===== src/kernelPkg.sv =====
`default_nettype none

package kernelPkg;

	localparam int PIXEL_W = 8;
	localparam int COEF_W = 8;
	localparam int KERNEL_DIM = 3;

	// Pixel gets a sign bit before the multiply
	localparam int PRODUCT_W = PIXEL_W + COEF_W + 1;
	// Headroom for nine products
	localparam int SUM_W = PRODUCT_W + 4;

	typedef logic [PIXEL_W-1:0] pixel_t;
	typedef logic signed [COEF_W-1:0] coef_t;
	typedef logic signed [PRODUCT_W-1:0] product_t;
	typedef logic signed [SUM_W-1:0] sum_t;

	// Row-major with element 0 at the top-left
	typedef coef_t [KERNEL_DIM*KERNEL_DIM-1:0] kernel_t;

	// Indexed [row][column], row 0 is the top row of the window
	typedef pixel_t [KERNEL_DIM-1:0][KERNEL_DIM-1:0] window_t;

	localparam kernel_t SHARPEN_KERNEL = {
		-8'sd1, -8'sd1, -8'sd1,
		-8'sd1,  8'sd9, -8'sd1,
		-8'sd1, -8'sd1, -8'sd1
	};

endpackage

`default_nettype wire


===== src/frameBusPkg.sv =====
`default_nettype none

package frameBusPkg;

	localparam int ADDR_W = 32;
	localparam int ROW_PIXELS = 8;
	localparam int LANES = 4;

	typedef logic [ADDR_W-1:0] addr_t;

	// Pixel 0 sits in the low byte
	typedef kernelPkg::pixel_t [ROW_PIXELS-1:0] rowWord_t;

	// Lane 0 sits in the low byte
	typedef kernelPkg::pixel_t [LANES-1:0] outWord_t;

	typedef struct packed {
		logic fire;
		logic last;
	} fireTag_t;

endpackage

`default_nettype wire


===== src/kernelLane.sv =====
`timescale 1ns/1ps
`default_nettype none

module kernelLane #(
	parameter kernelPkg::kernel_t KERNEL = kernelPkg::SHARPEN_KERNEL
) (
	input wire logic clk,
	input wire logic reset,
	input wire kernelPkg::window_t i_window,
	output kernelPkg::pixel_t o_pixel
);
	import kernelPkg::*;

	localparam sum_t PIXEL_MAX = sum_t'((1 << PIXEL_W) - 1);

	product_t products [KERNEL_DIM][KERNEL_DIM];
	sum_t rowSums [KERNEL_DIM];
	sum_t total;

	// Stage 1
	// Nine signed products, pixel zero-extended first
	always_ff @(posedge clk) begin
		for (int i = 0; i < KERNEL_DIM; i++) begin
			for (int j = 0; j < KERNEL_DIM; j++) begin
				products[i][j] <= product_t'($signed({1'b0, i_window[i][j]}))
					* product_t'(KERNEL[i*KERNEL_DIM+j]);
			end
		end
	end

	// Stage 2
	// One sum per kernel row
	always_ff @(posedge clk) begin
		for (int i = 0; i < KERNEL_DIM; i++) begin
			rowSums[i] <= sum_t'(products[i][0])
				+ sum_t'(products[i][1])
				+ sum_t'(products[i][2]);
		end
	end

	// Stage 3
	always_ff @(posedge clk) begin
		total <= rowSums[0] + rowSums[1] + rowSums[2];
	end

	// Stage 4
	// Saturate into the pixel range
	always_ff @(posedge clk) begin
		if (reset) begin
			o_pixel <= '0;
		end else if (total > PIXEL_MAX) begin
			o_pixel <= '1;
		end else if (total < 0) begin
			o_pixel <= '0;
		end else begin
			o_pixel <= total[PIXEL_W-1:0];
		end
	end

endmodule

`default_nettype wire


===== src/filterArray.sv =====
`timescale 1ns/1ps
`default_nettype none

module filterArray #(
	parameter kernelPkg::kernel_t KERNEL = kernelPkg::SHARPEN_KERNEL
) (
	input wire logic clk,
	input wire logic reset,
	input wire frameBusPkg::rowWord_t i_data,
	input wire logic i_rowShift,
	input wire frameBusPkg::fireTag_t i_fireTag,
	output frameBusPkg::outWord_t o_data,
	output logic o_valid,
	output logic o_done
);
	import kernelPkg::*;
	import frameBusPkg::*;

	// Matches the kernelLane pipeline depth
	localparam int TAG_DEPTH = 4;

	// Oldest row at index 0
	rowWord_t rowStore [KERNEL_DIM];
	window_t windows [LANES];
	pixel_t lanePixels [LANES];
	fireTag_t tagLine [TAG_DEPTH];

	// Row store shifts up and takes the new row at the bottom
	always_ff @(posedge clk) begin
		if (i_rowShift) begin
			for (int i = 0; i < KERNEL_DIM - 1; i++) begin
				rowStore[i] <= rowStore[i+1];
			end
			rowStore[KERNEL_DIM-1] <= i_data;
		end
	end

	// Lane k sees columns k to k+2 of the stored rows
	always_comb begin
		for (int k = 0; k < LANES; k++) begin
			for (int i = 0; i < KERNEL_DIM; i++) begin
				for (int j = 0; j < KERNEL_DIM; j++) begin
					windows[k][i][j] = rowStore[i][k+j];
				end
			end
		end
	end

	for (genvar k = 0; k < LANES; k++) begin : gLane
		kernelLane #(
			.KERNEL(KERNEL)
		) u_lane (
			.clk(clk),
			.reset(reset),
			.i_window(windows[k]),
			.o_pixel(lanePixels[k])
		);
	end

	// Fire and last ride alongside the lane pipeline
	always_ff @(posedge clk) begin
		if (reset) begin
			for (int i = 0; i < TAG_DEPTH; i++) begin
				tagLine[i] <= '0;
			end
		end else begin
			tagLine[0] <= i_fireTag;
			for (int i = 1; i < TAG_DEPTH; i++) begin
				tagLine[i] <= tagLine[i-1];
			end
		end
	end

	assign o_valid = tagLine[TAG_DEPTH-1].fire;
	assign o_done = tagLine[TAG_DEPTH-1].last;

	always_comb begin
		for (int k = 0; k < LANES; k++) begin
			o_data[k] = lanePixels[k];
		end
	end

endmodule

`default_nettype wire


===== src/stripeSequencer.sv =====
`timescale 1ns/1ps
`default_nettype none

module stripeSequencer #(
	parameter int IMG_WIDTH = 8,
	parameter int IMG_HEIGHT = 4
) (
	input wire logic clk,
	input wire logic reset,
	input wire logic i_valid,
	output logic o_req,
	output frameBusPkg::addr_t o_rdAddress,
	output logic o_rowShift,
	output frameBusPkg::fireTag_t o_fireTag
);
	import frameBusPkg::*;

	// Padded frame geometry
	localparam int STRIDE = IMG_WIDTH + 2;
	localparam int ROWS = IMG_HEIGHT + 2;
	localparam int STRIPES = IMG_WIDTH / LANES;

	localparam int ROW_W = $clog2(ROWS + 1);
	localparam int STRIPE_W = $clog2(STRIPES + 1);

	// Third padded row is the first to complete a window
	localparam int FIRST_FIRE_ROW = 2;

	typedef enum logic [1:0] {
		stateRequest,
		stateWait,
		stateFinished
	} seqState_t;

	seqState_t state;
	logic [ROW_W-1:0] rowCnt;
	logic [STRIPE_W-1:0] stripeCnt;
	addr_t stripeBase;
	logic lastRow;
	logic lastStripe;
	logic rowShift;

	assign lastRow = (rowCnt == ROW_W'(ROWS - 1));
	assign lastStripe = (stripeCnt == STRIPE_W'(STRIPES - 1));

	// Row data is only good in the cycle it arrives
	assign rowShift = (state == stateWait) && i_valid;
	assign o_rowShift = rowShift;

	always_ff @(posedge clk) begin
		if (reset) begin
			state <= stateRequest;
			o_req <= 1'b0;
			o_rdAddress <= '0;
			o_fireTag <= '0;
			rowCnt <= '0;
			stripeCnt <= '0;
			stripeBase <= '0;
		end else begin
			o_req <= 1'b0;

			// Fire one cycle after the shift that fills a window
			o_fireTag.fire <= rowShift && (rowCnt >= ROW_W'(FIRST_FIRE_ROW));
			o_fireTag.last <= rowShift && lastRow && lastStripe;

			case (state)
				stateRequest: begin
					o_req <= 1'b1;
					state <= stateWait;
				end
				stateWait: begin
					if (i_valid) begin
						if (lastRow && lastStripe) begin
							state <= stateFinished;
						end else if (lastRow) begin
							// Back to the top row, one stripe to the right
							rowCnt <= '0;
							stripeCnt <= stripeCnt + 1'b1;
							stripeBase <= stripeBase + addr_t'(LANES);
							o_rdAddress <= stripeBase + addr_t'(LANES);
							o_req <= 1'b1;
						end else begin
							rowCnt <= rowCnt + 1'b1;
							o_rdAddress <= o_rdAddress + addr_t'(STRIDE);
							o_req <= 1'b1;
						end
					end
				end
				stateFinished: begin
					// Frame complete, idle until reset
					state <= stateFinished;
				end
				default: begin
					state <= stateRequest;
				end
			endcase
		end
	end

endmodule

`default_nettype wire


===== src/convEngine.sv =====
`timescale 1ns/1ps
`default_nettype none

module convEngine #(
	parameter int IMG_WIDTH = 8,
	parameter int IMG_HEIGHT = 4,
	parameter kernelPkg::kernel_t KERNEL = kernelPkg::SHARPEN_KERNEL
) (
	input wire logic clk,
	input wire logic reset,
	input wire logic i_valid,
	input wire frameBusPkg::rowWord_t i_data,
	output logic o_req,
	output frameBusPkg::addr_t o_rdAddress,
	output frameBusPkg::outWord_t o_data,
	output logic o_valid,
	output logic o_done
);
	import frameBusPkg::*;

	// Strobe and tag between sequencer and filter
	logic rowShift;
	fireTag_t fireTag;

	// Memory side
	stripeSequencer #(
		.IMG_WIDTH(IMG_WIDTH),
		.IMG_HEIGHT(IMG_HEIGHT)
	) u_sequencer (
		.clk(clk),
		.reset(reset),
		.i_valid(i_valid),
		.o_req(o_req),
		.o_rdAddress(o_rdAddress),
		.o_rowShift(rowShift),
		.o_fireTag(fireTag)
	);

	// Row data goes straight in and is captured on the strobe
	filterArray #(
		.KERNEL(KERNEL)
	) u_filter (
		.clk(clk),
		.reset(reset),
		.i_data(i_data),
		.i_rowShift(rowShift),
		.i_fireTag(fireTag),
		.o_data(o_data),
		.o_valid(o_valid),
		.o_done(o_done)
	);

endmodule

`default_nettype wire


===== config.mk =====
export PLATFORM = sky130hd
export DESIGN_NAME = convEngine
export DESIGN_NICKNAME = d
export VERILOG_FILES = /design/src/kernelPkg.sv /design/src/frameBusPkg.sv /design/src/kernelLane.sv /design/src/filterArray.sv /design/src/stripeSequencer.sv /design/src/convEngine.sv
export SDC_FILE = /design/constraint.sdc
export NUM_CORES = 2
export LEC_CHECK = 0
export ABC_CLOCK_PERIOD_IN_PS = 6700
export BUFFER_PORTS_ARGS = -buffer_cell sky130_fd_sc_hd__buf_4
export CAP_MARGIN = 30
export CORE_MARGIN = 1
export CORE_UTILIZATION = 61
export CTS_CLUSTER_DIAMETER = 60
export CTS_CLUSTER_SIZE = 10
export DETAILED_ROUTE_END_ITERATION = 6
export PLACE_DENSITY = 0.78
export SETUP_SLACK_MARGIN = 0.1
export SYNTH_ARGS = -nofsm -noshare
export SYNTH_HDL_FRONTEND = slang
export SYNTH_SLANG_ARGS = --single-unit

===== constraint.sdc =====
create_clock -name clk -period 6.7 [get_ports clk]
set_input_delay 1.675 -clock clk [delete_from_list [all_inputs] [get_ports clk]]
set_output_delay 1.675 -clock clk [all_outputs]
set_load 0.05 [all_outputs]

==> impl_results.md <==
- Crit-path most repeated cell: nor2_1
- Crit. End Element: register
- Clock Skew: 0.0283 ns
- Leakage power: between 0.015 and 0.02 uW
- I/O Pins: between 100 and 150
- CP bufs+invs: 2
- DR vias: a little over 30,000
- Asr flop ratio synth: 0
- WHS: about 0.37 ns
- H-tree depth: 3
- 1st-iter DRT viols: between 2,000 and 3,000
- Placeable Area: 70,500 um^2
- Final WS setup: approximately 2.8 ns
- Clock latency on the worst-skew pair: roughly 0.67 ns
- Synth unique cells: between 80 and 90
- Status: finished clean
- Crit path kind: in -> reg
- Critical path's top delay family: simple AND/OR/NAND/NOR gates
- Slew margin rel.: 0.247
- Synth warnings: 0
- Vias in the first global route: roughly 30,000
- Worst-margin pin slew: about 1.1 ns
- Sink Count: a little under 900
- Fill count: between 5,000 and 6,000
- TNS Setup: 0 ns
- Average vias per placed instance: 5.81
- Critical-path cell list: buf_4 > nand2_1 > a21o_1 > nor2_1 > buf_4 > nand3_1 > nor2_1 > xnor2_1 > nor2_1
- Grt total ovfl: 0
- Drt pass-1 iters: 5
- Die Ht: 270 um
- CTS buffer count: 100
- DPL Wire Length: roughly 83,000 um
- Final Critical Period: between 3 and 4 ns
- Post-route antenna net violation count: 0
- Max Cap Violations: 0
- CP required: about 7.2 ns
- Longest Clk Path Bufs: 3
- Largest area contributor in the netlist: dfxtp_1
- FMAX: 0.255 GHz
- Crit path DAT: around 4.5 ns
- Design Power: about 24,000 uW
- Worst-path fanout max: 27
- Mean Syn Cell Area: about 11 um^2
- Chip width: approximately 270 um
- Sequential fraction of the synthesis area: 0.436
- Layout cell share with drive strength beyond 1: 0.0627
- Global-route wire length before repair: about 160,000 um
- CTS hold repair buffers: 0
- Initial core utilization: 0.621
- Setup WS pre-CTS: between 2 and 2.5 ns
- Worst path slowest cell: nor2_1
- Port Buf Inserts: between 100 and 150
- Worst path max stage delay: roughly 0.82 ns
- Top FF cell, synth: dfxtp_1
- Gp weighted congestion: 0.936
- Power per cell area: ~500 nW/um^2
- Worst setup SP type: input port
- Post-Syn Instances: 4,044
- CTS tree: done
- RSZ-0062 raised after global routing: false
- Setup-failing EPs final: 0
- Fin crit share: 0.586
- Number of synthesized flops with an enable pin: between 100 and 150
- Largest net degree at the start of global routing: 86
- Hold Crit Class: reg -> reg
- Post-CTS Setup Repair Bufs: 0
- Clk slew on worst S/H paths: around 0.050 ns
- Top cells by area, synth: dfxtp_1 (34%), fa_1 (12%), ha_1 (11%)
- Yosys top cell area share: 0.337
- Row cnt: between 90 and 100
- Die area: 72,800 um^2
- Worst vdd ir: 327 uV
- Initial antenna violation count: 12
- CTS resizes: 0
- DR DRC count: 0
- Post-Synthesis Cell Area: roughly 44,000 um^2
- Synth Register Bits: around 880
- Final hold vios: 0
- Syn-to-layout area delta: 10.9%
- Layout Nets: just under 5,000
- Clock root buffer: clkbuf_16
- DR WL/cell: 20.3 um
- Total Routing Usage GR: 0.291
- DRT Wirelength: 106,000 um
- Syn_nets: 4,752
- Slew Limit Fails: 0
-- cell families after synthesis --
kind of cell | count (synthesis) | synth area share
compound gates | 824 | 0.123
xor+xnor | 362 | 0.0724
fa+ha+maj | 641 | 0.228
buf+inv | 322 | 0.0283
flops | 881 | 0.436
mux | 7 | 0.00163
other cells | 1 | 0.0000857
simple gates | 1006 | 0.110
-- layout make-up --
cell class                 count  area [um^2]  area share
multi-input combinational   2841        23500       0.483
sequential                   881        19100       0.393
clock buffer                 140         2680      0.0552
tap                          940         1180      0.0242
inverter                     276         1040      0.0214
timing repair buffer         123          936      0.0193
clock inverter                11          178     0.00366
antenna                        1         2.50   0.0000515
-- report_power, final --
| part | total [uW] | internal (uW) | switching, uW |
|---|---|---|---|
| clock | 4880 | 2770 | 2110 |
| combinational | 11400 | 4970 | 6470 |
| sequential | 7910 | 6910 | 996 |
| total | 24200 | 14700 | 9580 |
-- cell usage in the layout (no fill, tap or decap), types with 8 or more instances in the layout --
cell type / synthesis / layout
dfxtp_1: 737 / 737
nor3_1: 87 / 87
and2_1: 10 / 10
clkbuf_1: 34 / 37
xor2_1: 107 / 107
o21bai_1: 35 / 35
nor2_1: 263 / 263
a21oi_1: 235 / 235
buf_4: 2 / 122
a31oi_1: 19 / 19
fa_1: 264 / 264
ha_1: 377 / 377
o211ai_1: 21 / 21
o31ai_1: 10 / 10
nand4_1: 29 / 29
o22ai_1: 13 / 13
o21ai_0: 150 / 150
inv_1: 276 / 275
o2111ai_1: 10 / 10
or3_1: 32 / 32
a22oi_1: 8 / 8
nor4_1: 53 / 53
and3_1: 27 / 27
o311ai_0: 16 / 16
o21a_1: 89 / 89
a211o_1: 9 / 9
a211oi_1: 32 / 32
edfxtp_1: 144 / 144
nand3_1: 83 / 83
xnor2_1: 255 / 255
nand2_1: 283 / 283
nand2b_1: 32 / 32
nor3b_1: 15 / 15
a21boi_0: 10 / 10
nand3b_1: 12 / 12
a21o_1: 83 / 83
nor2b_1: 49 / 49
clkbuf_16: 0 / 100
-- synth_stat cells (all sizes together) (13+ instances only) --
cell type	n
a211oi	32
a21o	83
a21oi	236
a31oi	19
and3	27
clkbuf	34
dfxtp	737
edfxtp	144
fa	264
ha	377
inv	276
nand2	283
nand2b	32
nand3	83
nand4	30
nor2	264
nor2b	49
nor3	87
nor3b	15
nor4	55
o211ai	21
o21a	89
o21ai	153
o21bai	35
o22ai	13
o311ai	16
or3	32
xnor2	255
xor2	107
-- metal layers --
layer  wire, um  up-vias  share of wire  global-route usage
li1           -    14472              -                   -
met1      47000    14539           0.44               0.409
met2      47200     1074           0.45               0.454
met3       7540      213          0.071              0.0412
met4       3880        6          0.037               0.114
met5         38        -        0.00036                   0
-- registers in the layout, indices dropped and copies added (netlist names) --
signal and cells:
u_sequencer.rowCnt 3, u_filter.gLane.u_lane.total 84, u_sequencer.o_req 1, u_sequencer.o_rdAddress 31, u_filter.rowStore 144, u_filter.gLane.u_lane.rowSums 228, u_filter.gLane.u_lane.products 314, u_filter.gLane.u_lane.o_pixel 32
u_sequencer.o_fireTag 2, u_sequencer.stripeCnt 2, u_filter.tagLine 8, u_sequencer.stripeBase 30, u_sequencer.state 2
-- through the flow --
stage                     area, um^2  utilization  std cells
after floorplan                43800            -       4044
after global placement         45700        0.648       5061
after detailed placement       45700        0.648       5061
after CTS                      48600        0.689       5212
after global routing           48600        0.689       5212
final                          48600        0.689       5213
-- path summary, 6_finish.rpt --
check | from | endpoint | slack [ns] | cells past startpoint
worst min-delay path | u_filter.rowStore[0][24] | u_filter.gLane[1].u_lane.products[0][0] | 0.37 | 0
worst max-delay path | i_valid | u_sequencer.stripeBase[23] | 2.77 | 9
worst max register to register | u_filter.gLane[1].u_lane.products[2][18] | u_filter.gLane[2].u_lane.rowSums[0][55] | 2.91 | 11
worst min register to register | u_filter.rowStore[0][24] | u_filter.gLane[1].u_lane.products[0][0] | 0.37 | 0
-- worst reg2reg max path, cell delays in order (launching register included) --
cell	delay, ns
dfxtp_1	0.43
fa_1	0.59
ha_1	0.19
inv_1	0.06
fa_1	0.39
nor2b_1	0.14
o21ai_0	0.10
a21boi_0	0.28
o22ai_1	0.17
o21ai_0	0.48
nor2_1	0.10
xnor2_1	0.65
Power figures use the tool's default switching activity.
